--- config.mk ---
export PLATFORM = sky130hd
export DESIGN_NAME = z80_datapath
export DESIGN_NICKNAME = d
export VERILOG_FILES = /design/src/z80_pkg.sv /design/src/uop_decode.sv /design/src/alu8.sv /design/src/reg_bank.sv /design/src/z80_datapath.sv
export SDC_FILE = /design/constraint.sdc
export NUM_CORES = 1
export LEC_CHECK = 0
export BUFFER_PORTS_ARGS = -buffer_cell sky130_fd_sc_hd__buf_4
export CAP_MARGIN = 10
export CORE_UTILIZATION = 55
export DETAILED_ROUTE_END_ITERATION = 10
export HOLD_SLACK_MARGIN = 0.08
export PLACE_DENSITY = 0.76
export SLEW_MARGIN = 40
export SYNTH_ARGS = -nofsm -noshare
export SYNTH_HDL_FRONTEND = slang
export SYNTH_SLANG_ARGS = --single-unit
export TNS_END_PERCENT = 5
--- constraint.sdc ---
create_clock -name clk -period 3.3 [get_ports clk]
set_input_delay 0.165 -clock clk [delete_from_list [all_inputs] [get_ports clk]]
set_output_delay 0.165 -clock clk [all_outputs]
set_load 0.02 [all_outputs]
--- src/z80_pkg.sv ---
package z80_pkg;

  // ---------------------------------------------------------------------------
  // widths
  // ---------------------------------------------------------------------------

  // every general register, the accumulator and the ALU operands share one width
  localparam int data_w = 8;

  // the half-carry comes out of the low nibble
  localparam int nib_w = 4;

  // number of general registers in each bank, B C D E H L
  localparam int num_regs = 6;

  // ---------------------------------------------------------------------------
  // flag bit positions in F
  // ---------------------------------------------------------------------------

  // bits 5 and 3 carry nothing and stay at zero
  localparam int flag_s  = 7;
  localparam int flag_z  = 6;
  localparam int flag_h  = 4;
  localparam int flag_pv = 2;
  localparam int flag_n  = 1;
  localparam int flag_c  = 0;

  // general register codes. codes 6 and 7 select nothing
  typedef enum logic [2:0] {
    b = 3'd0,
    c = 3'd1,
    d = 3'd2,
    e = 3'd3,
    h = 3'd4,
    l = 3'd5
  } reg_e;

  // functions of the 8-bit ALU, the left operand is always A
  typedef enum logic [2:0] {
    alu_pass = 3'd0,
    alu_inc  = 3'd1,
    alu_dec  = 3'd2,
    alu_add  = 3'd3,
    alu_sub  = 3'd4
  } alu_op_e;

  // micro-operations taken from the outside, one per clock
  typedef enum logic [3:0] {
    uop_nop    = 4'd0,
    uop_ld_reg = 4'd1,
    uop_ld_a   = 4'd2,
    uop_mov_a  = 4'd3,
    uop_add    = 4'd4,
    uop_sub    = 4'd5,
    uop_inc_a  = 4'd6,
    uop_dec_a  = 4'd7,
    uop_exx    = 4'd8,
    uop_ex_af  = 4'd9,
    uop_swap_a = 4'd10,
    uop_read   = 4'd11
  } uop_e;

  // what the accumulator loads from when it is written
  typedef enum logic [1:0] {
    acc_src_data = 2'd0,
    acc_src_alu  = 2'd1,
    acc_src_reg  = 2'd2
  } acc_src_e;

endpackage

--- src/uop_decode.sv ---
module uop_decode (
  input  logic              op_valid,
  input  z80_pkg::uop_e     op,
  output logic              wr_reg,
  output logic              wr_acc,
  output logic              wr_flags,
  output logic              exx,
  output logic              ex_af,
  output logic              swap_a,
  output logic              rd_en,
  output z80_pkg::acc_src_e acc_src,
  output z80_pkg::alu_op_e  alu_op
);

  // one micro-op maps onto a set of one-cycle enables for the register bank
  // nothing here holds state, the whole decode settles within the cycle
  always_comb begin
    // quiet defaults, an idle cycle or an unknown code changes nothing
    wr_reg   = 1'b0;
    wr_acc   = 1'b0;
    wr_flags = 1'b0;
    exx      = 1'b0;
    ex_af    = 1'b0;
    swap_a   = 1'b0;
    rd_en    = 1'b0;
    acc_src  = z80_pkg::acc_src_data;
    alu_op   = z80_pkg::alu_pass;

    if (op_valid) begin
      case (op)
        z80_pkg::uop_ld_reg: wr_reg = 1'b1;
        z80_pkg::uop_ld_a: begin
          wr_acc  = 1'b1;
          acc_src = z80_pkg::acc_src_data;
        end
        // the register reaches A through the ALU in pass mode
        z80_pkg::uop_mov_a: begin
          wr_acc  = 1'b1;
          acc_src = z80_pkg::acc_src_alu;
          alu_op  = z80_pkg::alu_pass;
        end
        z80_pkg::uop_add: begin
          wr_acc   = 1'b1;
          wr_flags = 1'b1;
          acc_src  = z80_pkg::acc_src_alu;
          alu_op   = z80_pkg::alu_add;
        end
        z80_pkg::uop_sub: begin
          wr_acc   = 1'b1;
          wr_flags = 1'b1;
          acc_src  = z80_pkg::acc_src_alu;
          alu_op   = z80_pkg::alu_sub;
        end
        // increment leaves F alone, so F is not written at all
        z80_pkg::uop_inc_a: begin
          wr_acc  = 1'b1;
          acc_src = z80_pkg::acc_src_alu;
          alu_op  = z80_pkg::alu_inc;
        end
        z80_pkg::uop_dec_a: begin
          wr_acc   = 1'b1;
          wr_flags = 1'b1;
          acc_src  = z80_pkg::acc_src_alu;
          alu_op   = z80_pkg::alu_dec;
        end
        z80_pkg::uop_exx:   exx   = 1'b1;
        z80_pkg::uop_ex_af: ex_af = 1'b1;
        // A takes the register directly while the register takes the old A
        z80_pkg::uop_swap_a: begin
          swap_a  = 1'b1;
          wr_acc  = 1'b1;
          acc_src = z80_pkg::acc_src_reg;
        end
        z80_pkg::uop_read: rd_en = 1'b1;
        default: ;
      endcase
    end
  end

endmodule

--- src/alu8.sv ---
module alu8 (
  input  logic [z80_pkg::data_w-1:0] acc_q,
  input  logic [z80_pkg::data_w-1:0] operand,
  input  logic [7:0]                 flags_q,
  input  z80_pkg::alu_op_e           alu_op,
  output logic [z80_pkg::data_w-1:0] alu_result,
  output logic [7:0]                 alu_flags
);

  // right-hand operand of the shared adder, either the register or a one
  logic [z80_pkg::data_w-1:0] rhs;
  // high when the adder subtracts instead of adds
  logic                       sub_mode;
  // low nibble with its carry or borrow bit on top
  logic [z80_pkg::nib_w:0]    nib_q;
  // full byte with its carry or borrow bit on top
  logic [z80_pkg::data_w:0]   sum_q;

  // ---------------------------------------------------------------------------
  // one adder serves inc, dec, add and sub
  // ---------------------------------------------------------------------------

  always_comb begin
    rhs = operand;
    // inc and dec step A by one, so the operand is replaced by a constant one
    if (alu_op == z80_pkg::alu_inc || alu_op == z80_pkg::alu_dec) begin
      rhs    = '0;
      rhs[0] = 1'b1;
    end
  end

  assign sub_mode = (alu_op == z80_pkg::alu_sub) || (alu_op == z80_pkg::alu_dec);

  // the extra top bit of each partial sum is the carry out, or in subtract
  // mode the borrow, since a zero-extended difference wraps into it
  always_comb begin
    if (sub_mode) begin
      nib_q = {1'b0, acc_q[z80_pkg::nib_w-1:0]} - {1'b0, rhs[z80_pkg::nib_w-1:0]};
      sum_q = {1'b0, acc_q} - {1'b0, rhs};
    end else begin
      nib_q = {1'b0, acc_q[z80_pkg::nib_w-1:0]} + {1'b0, rhs[z80_pkg::nib_w-1:0]};
      sum_q = {1'b0, acc_q} + {1'b0, rhs};
    end
  end

  // ---------------------------------------------------------------------------
  // result select and flag rules
  // ---------------------------------------------------------------------------

  always_comb begin
    // flags not named by a rule keep their old value
    alu_flags  = flags_q;
    alu_result = sum_q[z80_pkg::data_w-1:0];

    case (alu_op)
      z80_pkg::alu_add, z80_pkg::alu_sub: begin
        alu_flags[z80_pkg::flag_h] = nib_q[z80_pkg::nib_w];
        alu_flags[z80_pkg::flag_c] = sum_q[z80_pkg::data_w];
        alu_flags[z80_pkg::flag_s] = sum_q[z80_pkg::data_w-1];
        alu_flags[z80_pkg::flag_z] = (sum_q[z80_pkg::data_w-1:0] == '0);
        // N remembers whether the last arithmetic was a subtraction
        alu_flags[z80_pkg::flag_n] = sub_mode;
      end
      // PV here only says whether the decrement left something behind
      z80_pkg::alu_dec: alu_flags[z80_pkg::flag_pv] = |sum_q[z80_pkg::data_w-1:0];
      z80_pkg::alu_inc: ;
      // pass and any unused code hand the operand straight through
      default: alu_result = operand;
    endcase
  end

endmodule

--- src/reg_bank.sv ---
module reg_bank (
  input  logic                       clk,
  input  logic                       arst_n,
  input  logic                       wr_reg,
  input  logic                       wr_acc,
  input  logic                       wr_flags,
  input  logic                       exx,
  input  logic                       ex_af,
  input  logic                       swap_a,
  input  logic                       rd_en,
  input  z80_pkg::acc_src_e          acc_src,
  input  z80_pkg::reg_e              reg_sel,
  input  logic [z80_pkg::data_w-1:0] data_in,
  input  logic [z80_pkg::data_w-1:0] alu_result,
  input  logic [7:0]                 alu_flags,
  output logic [z80_pkg::data_w-1:0] operand,
  output logic [z80_pkg::data_w-1:0] acc_q,
  output logic [z80_pkg::data_w-1:0] data_out,
  output logic [7:0]                 flags_q,
  output logic                       data_valid
);

  // main bank and its shadow, indexed by the register code
  logic [z80_pkg::data_w-1:0] main_q   [z80_pkg::num_regs];
  logic [z80_pkg::data_w-1:0] shadow_q [z80_pkg::num_regs];

  // shadow accumulator and shadow flags
  logic [z80_pkg::data_w-1:0] acc_sh_q;
  logic [7:0]                 flags_sh_q;

  // high when reg_sel names a real register
  logic                       sel_ok;
  // next value of A
  logic [z80_pkg::data_w-1:0] acc_d;

  // ---------------------------------------------------------------------------
  // read side
  // ---------------------------------------------------------------------------

  assign sel_ok = (reg_sel <= z80_pkg::l);

  // unused codes read as zero instead of running off the end of the array
  assign operand = sel_ok ? main_q[reg_sel] : '0;

  always_comb begin
    case (acc_src)
      z80_pkg::acc_src_alu: acc_d = alu_result;
      // point-to-point path from the selected register for the swap
      z80_pkg::acc_src_reg: acc_d = operand;
      default:              acc_d = data_in;
    endcase
  end

  // ---------------------------------------------------------------------------
  // general registers
  // ---------------------------------------------------------------------------

  always_ff @(posedge clk or negedge arst_n) begin
    if (!arst_n) begin
      for (int i = 0; i < z80_pkg::num_regs; i++) begin
        main_q[i]   <= '0;
        shadow_q[i] <= '0;
      end
    end else begin
      // the whole bank trades places with its shadow in one edge
      if (exx) begin
        for (int i = 0; i < z80_pkg::num_regs; i++) begin
          main_q[i]   <= shadow_q[i];
          shadow_q[i] <= main_q[i];
        end
      end
      // an unused code writes nothing
      if (wr_reg && sel_ok) begin
        main_q[reg_sel] <= data_in;
      end
      // the other half of the swap, the register takes the old A
      if (swap_a && sel_ok) begin
        main_q[reg_sel] <= acc_q;
      end
    end
  end

  // ---------------------------------------------------------------------------
  // accumulator and flags
  // ---------------------------------------------------------------------------

  always_ff @(posedge clk or negedge arst_n) begin
    if (!arst_n) begin
      acc_q      <= '0;
      acc_sh_q   <= '0;
      flags_q    <= '0;
      flags_sh_q <= '0;
    end else if (ex_af) begin
      // A and F go over to the shadow pair together
      acc_q      <= acc_sh_q;
      acc_sh_q   <= acc_q;
      flags_q    <= flags_sh_q;
      flags_sh_q <= flags_q;
    end else begin
      if (wr_acc) begin
        acc_q <= acc_d;
      end
      if (wr_flags) begin
        flags_q <= alu_flags;
      end
    end
  end

  // read port, data_out holds its last value and data_valid marks a fresh one
  always_ff @(posedge clk or negedge arst_n) begin
    if (!arst_n) begin
      data_out   <= '0;
      data_valid <= 1'b0;
    end else begin
      data_valid <= rd_en;
      if (rd_en) begin
        data_out <= operand;
      end
    end
  end

endmodule

--- src/z80_datapath.sv ---
module z80_datapath (
  input  logic                       clk,
  input  logic                       arst_n,
  input  logic                       op_valid,
  input  z80_pkg::uop_e              op,
  input  z80_pkg::reg_e              reg_sel,
  input  logic [z80_pkg::data_w-1:0] data_in,
  output logic [z80_pkg::data_w-1:0] acc,
  output logic [7:0]                 flags,
  output logic [z80_pkg::data_w-1:0] data_out,
  output logic                       data_valid
);

  // decode to register bank enables
  logic                       wr_reg;
  logic                       wr_acc;
  logic                       wr_flags;
  logic                       exx;
  logic                       ex_af;
  logic                       swap_a;
  logic                       rd_en;
  z80_pkg::acc_src_e          acc_src;
  z80_pkg::alu_op_e           alu_op;

  // register bank to ALU and back
  logic [z80_pkg::data_w-1:0] operand;
  logic [z80_pkg::data_w-1:0] alu_result;
  logic [7:0]                 alu_flags;
  logic [z80_pkg::data_w-1:0] acc_q_w;
  logic [7:0]                 flags_q_w;

  // A and F are read by the ALU and seen outside
  assign acc   = acc_q_w;
  assign flags = flags_q_w;

  uop_decode uop_decode_inst (
    .op_valid (op_valid),
    .op       (op),
    .wr_reg   (wr_reg),
    .wr_acc   (wr_acc),
    .wr_flags (wr_flags),
    .exx      (exx),
    .ex_af    (ex_af),
    .swap_a   (swap_a),
    .rd_en    (rd_en),
    .acc_src  (acc_src),
    .alu_op   (alu_op)
  );

  alu8 alu8_inst (
    .acc_q      (acc_q_w),
    .operand    (operand),
    .flags_q    (flags_q_w),
    .alu_op     (alu_op),
    .alu_result (alu_result),
    .alu_flags  (alu_flags)
  );

  // every write lands at the edge that takes the micro-op
  reg_bank reg_bank_inst (
    .clk        (clk),
    .arst_n     (arst_n),
    .wr_reg     (wr_reg),
    .wr_acc     (wr_acc),
    .wr_flags   (wr_flags),
    .exx        (exx),
    .ex_af      (ex_af),
    .swap_a     (swap_a),
    .rd_en      (rd_en),
    .acc_src    (acc_src),
    .reg_sel    (reg_sel),
    .data_in    (data_in),
    .alu_result (alu_result),
    .alu_flags  (alu_flags),
    .operand    (operand),
    .acc_q      (acc_q_w),
    .data_out   (data_out),
    .flags_q    (flags_q_w),
    .data_valid (data_valid)
  );

endmodule

* Word-level counts from Yosys, hierarchy flattened
Cells that the tools add are included.
** Word-level totals
- Logic and storage cells :: 105
- Flip-flop bits (word level) :: 137
- Output and inout bits :: 25
- Bits of input ports :: 18
** Cells by class
- Equal/unequal tests :: 17
- Bitwise gates (word level) :: 1
- Mux-type cells :: 42
- $add $sub $neg :: 4
- Reduce and logical (&&, ||, !) cells :: 18
- Order comparisons :: 3
** Operators with widths (number)
- $mux 48 :: 3
- $bwmux 48 :: 2
- $mux 8 :: 10
- $bmux 8 s3 :: 1
- $demux 8 s3 :: 1
- $eq 4x3->1 const B :: 4
- $eq 4x4->1 const B :: 4
- $mux 1 :: 16
- $pmux 8 s2 :: 1
- $pmux 3 s4 :: 1
- $add 8x8->9 :: 1
- $mux 9 :: 1
- $sub 8x8->9 :: 1
- $eq 4x2->1 const B :: 2
- $logic_not 8->1 :: 1
- $reduce_bool 2->1 :: 4
- $reduce_or 8->1 :: 1
- $reduce_or 7->1 :: 1
- $eq 3x2->1 const B :: 2
- $mux 2 :: 3
- $add 4x4->5 :: 1
- $mux 5 :: 1
- $reduce_or 5->1 :: 1
- $sub 4x4->5 :: 1
- other kinds (17) :: 21

* Depth between registers and ports, before layout
- Word-level depth :: 12
- Mapped depth :: 19
- Depth with buffers taken out :: 17

* Cells and area by module
From an unflattened synthesis, not the netlist that was laid out.
** Second synthesis, totals
- Cells, all modules :: 789
- Area total of the unflattened synthesis :: 7851.3 um^2
** Modules (own cells, without submodules)
- reg_bank :: cells each 642, area each 6804.0 um^2, seq. area each 3428.3 um^2, times used 1
- alu8 :: cells each 126, area each 898.4 um^2, seq. area each 0.0 um^2, times used 1
- uop_decode :: cells each 21, area each 148.9 um^2, seq. area each 0.0 um^2, times used 1

* Least setup slack after synthesis
Ideal clock, no wire load.
- Path kind :: in2reg
- Start :: in reg_sel[0]
- End :: reg reg_bank_inst.flags_q[6]
- Buffers on the path :: 2
- Library setup time :: 119 ps
- Data required time :: 3181 ps
- Path slack :: 64 ps
- Data arrival time :: 3118 ps
- Cell stages on the path :: 18
- Path through :: buf_6 -> buf_6 -> mux2i_1 -> a22oi_1 -> nand2_1 -> inv_1 -> nand2_1 -> ha_1 -> nor2_1 -> xnor2_1 -> ha_1 -> nor2b_1 -> o31a_1 -> o31ai_1 -> a21bo_2 -> nor3b_1 -> and4_4 -> o21a_1
** Between the ends
- Word-level cells in the longest chain between the ends :: 12
- Elaborated cells on any way between the ends :: 14
- Classes of those cells :: 2 x add/sub; 1 x order compare; 9 x mux; 1 x bitwise; 1 x reduce/logical
** RTL lines
- from (decl) :: RTL line z80_datapath.sv:6 : input z80_pkg::reg_e reg_sel,
- $not 3->4 (implied by the code) :: RTL line reg_bank.sv:43 : assign operand = sel_ok ? main_q[reg_sel] : '0;
- $bmux 8 s3 :: RTL line reg_bank.sv:43
- $mux 8 (implied by the code) (2 in a row) :: RTL line reg_bank.sv:43
- $mux 8 * :: RTL line reg_bank.sv:43
- $mux 8 * :: RTL line alu8.sv:26 : if (alu_op == z80_pkg::alu_inc || alu_op == z80_pkg::alu_dec) begin
- $add 8x8->9 or $sub 8x8->9 (tied branches) :: RTL line alu8.sv:42, alu8.sv:39
- $mux 9 * :: RTL line alu8.sv:37 : if (sub_mode) begin
- $logic_not 8->1 * :: RTL line alu8.sv:60 : alu_flags[z80_pkg::flag_z] = (sum_q[z80_pkg::data_w-1:0] == '0);
- $mux 2 * :: RTL line alu8.sv:55 : case (alu_op)
- $mux 8 * :: RTL line reg_bank.sv:103 : if (wr_flags) begin
- $mux 8 * :: RTL line reg_bank.sv:93 : end else if (ex_af) begin
- to (signal assigned) :: RTL line reg_bank.sv:97 : flags_q <= flags_sh_q;
- to (signal assigned) :: RTL line reg_bank.sv:104 : flags_q <= alu_flags;
- to (decl) :: RTL line reg_bank.sv:19 : output logic [7:0] flags_q,
Mark *: on every way between the ends. The rest lies on a longest branch, timed or not. The select of a mux whose other input is x is not followed.
A chain may end at the register's enable or synchronous reset.

* Final worst setup path
- Start :: reg reg_bank_inst.main_q[40] in the netlist's numbering
- End :: reg reg_bank_inst.flags_q[2]
** Between the ends
- Word-level cells in the longest chain between the ends :: 11
- Elaborated cells on any way between the ends :: 12
- Classes of those cells :: 2 x add/sub; 9 x mux; 1 x reduce/logical
** RTL lines
- from (decl) :: RTL line reg_bank.sv:24 : logic [z80_pkg::data_w-1:0] main_q [z80_pkg::num_regs];
- from (signal, indexed assignment) :: RTL line reg_bank.sv:68 : main_q[i] <= shadow_q[i];
- from (signal, indexed assignment) :: RTL line reg_bank.sv:74 : main_q[reg_sel] <= data_in;
- from (signal, indexed assignment) :: RTL line reg_bank.sv:78 : main_q[reg_sel] <= acc_q;
- $bmux 8 s3 * :: RTL line reg_bank.sv:43
- $mux 8 (implied by the code) * (2 in a row) :: RTL line reg_bank.sv:43
- $mux 8 * :: RTL line reg_bank.sv:43
- $mux 8 * :: RTL line alu8.sv:26
- $add 8x8->9 or $sub 8x8->9 (tied branches) :: RTL line alu8.sv:42, alu8.sv:39
- $mux 9 * :: RTL line alu8.sv:37
- $reduce_or 8->1 * :: RTL line alu8.sv:65 : z80_pkg::alu_dec: alu_flags[z80_pkg::flag_pv] = |sum_q[z80_pkg::data_w-1:0];
- $mux 1 * :: RTL line alu8.sv:55
- $mux 8 * :: RTL line reg_bank.sv:103
- $mux 8 * :: RTL line reg_bank.sv:93
Marked as above.

==> results by group <==
Placed design
  • Final Wtd Congestion: between 0.9 and 1
  • Final HPWL DP: 13800 um
  • Placed inst area: approximately 8400 um^2
  • Placed cell count: roughly 970
  • Port buffer count: between 40 and 50
  • Post-place setup slack: -0.150 ns

GRT
  • First-pass GRT wire length: 32500 um
  • Vias in the first global route: approximately 6000
  • GRT Total Usage: just over 30%
  • Overflow after GRT: 0
  • Number of antenna violations at the first check in global routing: 0
  • Largest net degree at the start of global routing: 113

Power and ir drop
  • Pwr dens: approximately 600 nW/um^2
  • Share of power burned in registers: 38.8%
  • Switch share: between 20% and 30%
  • Pleak: ~4.3 nW
  • Clock power share: between 30% and 40%
  • Internal cell power: ~0.004 W
  • VDD IR max: between 300 and 400 uV
  • Combinational share of power: 25.7%
  • Psw: between 0.0015 and 0.002 W

Synthesis
  • Post-synth top cells: 137 x dfrtp_1, 85 x mux2_2, 74 x mux2i_1, 69 x nor2_1, 59 x a21oi_1
  • Cell area after synthesis: ~7600 um^2
  • Synth cell types: 71
  • Post-synth top area share: around 45%
  • Ys flop type: dfrtp_1
  • Ys async rst share: 100%
  • Number of synthesized flops with an enable pin: 0
  • Area contributors post-synth: dfrtp_1 45%, mux2_2 13%, mux2i_1 9.7%, a21oi_1 3.9%, o21ai_0 3.6%
  • Dominant cell type by area after synthesis: dfrtp_1
  • Synthesized net count: ~760
  • Cells after Synth: roughly 730
  • Sequential share of the synthesized area: 44.9%
  • Synth Register Bits: 137
  • Count leader, synth: dfrtp_1
  • Syn Area/Cell: between 10 and 15 um^2
  • Ys Warns: 0

Die
  • Starting density of the core: a little under three fifths
  • Die area: 14400 um^2
  • Die X: between 100 and 150 um
  • I/O pin count: 43
  • Core area: between 10000 and 15000 um^2
  • Core Rows: 42
  • Die H: around 120 um

Setup path
  • WP data arrival: roughly 3.5 ns
  • Crit Reg-Reg Startpoint: reg_bank_inst.main_q[40]
  • R2r setup slk: a little under 0.07 ns
  • Worst R2R Path Depth: 14
  • R2r endpoint: reg_bank_inst.flags_q[2]
  • CP Launch Type: flip-flop
  • WS Path Type: flip-flop to flip-flop
  • Crit path required time: around 3.6 ns
  • Crit end category: flip-flop
  • CP max FO: 3

Route
  • DRC: 0
  • Vias post-DR: just over 6000
  • Drt total wl: 20700 um
  • Vias per std cell: 6.09
  • First-pass DRT Iterations: 5
  • Final antenna-violating net count: 0
  • Wire per inst: 20.6 um
  • Drt first-iter violations: 429

Status
  • Status: finished clean

Clock network
  • CTS clk-pin slew, worst paths: ~0.060 ns
  • Inserted Clock Buffers: 17
  • TritonCTS clock tree: built
  • CTS max path bufs: 2
  • CTS H-tree lvls: 4
  • CTS root buf: clkbuf_16
  • Clk sinks: approximately 140
  • Clk_lat worst skew: 0.42 ns

Worst hold path
  • Hold Path End: reg_bank_inst.flags_q[1]
  • Hold depth: 4
  • Hold Crit Class: input pin to flip-flop
  • HP Start: op[3]

STA
  • Final hold vios: 0
  • RSZ-0062 raised after global routing: yes
  • Setup Viol. Count Final: 0
  • WHS: ~0.10 ns
  • Clk_skew: approximately 0.007 ns
  • Highest clock rate: 309 MHz
  • Fin Setup TNS: 0 ns
  • Final Cycle Share: between 90% and 100%
  • Relative slew slack: between 40% and 50%
  • Slew @ Worst Pin: around 0.75 ns
  • Pins Over Slew Limit: 0
  • Final min period: 3.23 ns
  • Worst Slack Setup Final: around 0.067 ns

Cells and area
  • Fillcell total: roughly 990
  • Final #Nets: between 800 and 900
  • Design area: just over 9000 um^2
  • Area grow syn2layout: 21.3%
  • Final Non-Filler Cells: between 1000 and 1500
  • Fraction of layout cells with a size suffix above 1: between 30 and 40%
  • Diode count: 0

Flow run
  • Max-Cap Viols: 0
-- worst max path at each step --
stage / slack, ns / from / cells after the start / endpoint
floorplan: 0.06 / reg_sel[0] / 18 / reg_bank_inst.flags_q[6]
global placement: -0.09 / reg_sel[0] / 16 / reg_bank_inst.flags_q[6]
detailed placement: -0.15 / reg_sel[0] / 16 / reg_bank_inst.flags_q[6]
CTS: 0.005 / reg_bank_inst.main_q[9] / 18 / reg_bank_inst.flags_q[2]
global route: -0.08 / reg_bank_inst.main_q[46] / 14 / reg_bank_inst.acc_q[7]
finish: 0.07 / reg_bank_inst.main_q[40] / 14 / reg_bank_inst.flags_q[2]
-- kinds of logic (layout without fill, tap and decap cells) --
kind of cell | Yosys count | count (layout) | share of synthesized area (%)
adders and majority gates | 12 | 12 | 2.06
DFF | 137 | 137 | 44.9
AOI/OAI and AO/OA | 179 | 179 | 14.1
muxes | 159 | 159 | 22.2
buffers and inverters | 53 | 152 | 3.83
and+or+nand+nor | 184 | 184 | 12.0
xor gates and xnor gates | 8 | 8 | 0.917
-- critical path, cell delays in order (launching register included) --
cell and delay [ns]:
dfrtp_1 0.42, mux2i_1 0.21, a22oi_2 0.10, a21oi_2 0.21, ha_4 0.18, nor2_4 0.04, mux2_2 0.28, a311oi_2 0.22
ha_1 0.28, a211o_1 0.27, o31ai_2 0.22, xor2_1 0.24, buf_4 0.15, and4_4 0.21, o31ai_2 0.06
-- per-layer routing --
layer	up-vias	wire [um]	GRT usage [%]
met4	0	744	15.8
met5	-	0	0
met1	3046	8120	36.6
met3	60	1490	7.13
met2	218	10400	49.9
li1	2812	-	-
-- power groups by stage --
stage,sequential (W),combinational (W),clock [W]
CTS,0.00220,0.00137,0.00204
floorplan,0.00220,0.000812,0
finish,0.00221,0.00146,0.00202
global route,0.00224,0.00159,0.00211
detailed placement,0.00223,0.00133,0
global placement,0.00221,0.00129,0
-- layout make-up --
class | instances | area (um^2) | share of cell area (%)
Clock inverter | 7 | 141 | 1.53
Tap cell | 176 | 220 | 2.38
Timing Repair Buffer | 108 | 887 | 9.57
Clock buffer | 22 | 474 | 5.12
Inverter | 15 | 56.3 | 0.607
Sequential cell | 137 | 3430 | 37.0
Multi-Input combinational cell | 542 | 4060 | 43.8
-- placed cells by master (no fill, tap or decap), types with 10 or more instances in the layout --
master,netlist,routed
o21ai_1,9,12
nor2_1,69,66
a21oi_1,59,58
mux2i_1,74,71
a22oi_1,10,10
nand2_1,57,56
clkbuf_16,0,17
dfrtp_1,137,137
ha_1,11,10
o21ai_0,55,51
buf_4,8,99
mux2_2,85,85
inv_1,14,13
-- what timing repair did --
| item | in CTS | in global routing |
|---|---|---|
| gates resized for setup | 6 | 29 |
| hold endpoints to repair | 113 | 0 |
| setup buffers | 1 | 4 |
| endpoints found under the setup margin | 4 | 8 |
| hold buffers | 3 | 0 |
| pin swaps | 4 | 16 |
-- registers in the layout (all words and copies together) (netlist names) --
register / count
reg_bank_inst.data_out: 8
reg_bank_inst.data_valid: 1
reg_bank_inst.shadow_q: 48
reg_bank_inst.acc_sh_q: 8
reg_bank_inst.acc_q: 8
reg_bank_inst.main_q: 48
reg_bank_inst.flags_q: 8
reg_bank_inst.flags_sh_q: 8
-- metrics by stage --
stage	util, %	power, W
4_1_cts	67.9	0.00561
5_1_grt	69.2	0.00594
2_1_floorplan	-	0.00301
3_3_place_gp	62.8	0.00350
3_5_place_dp	62.9	0.00356
6_report	69.2	0.00569
Note: power is estimated with default switching activity, not from simulation.
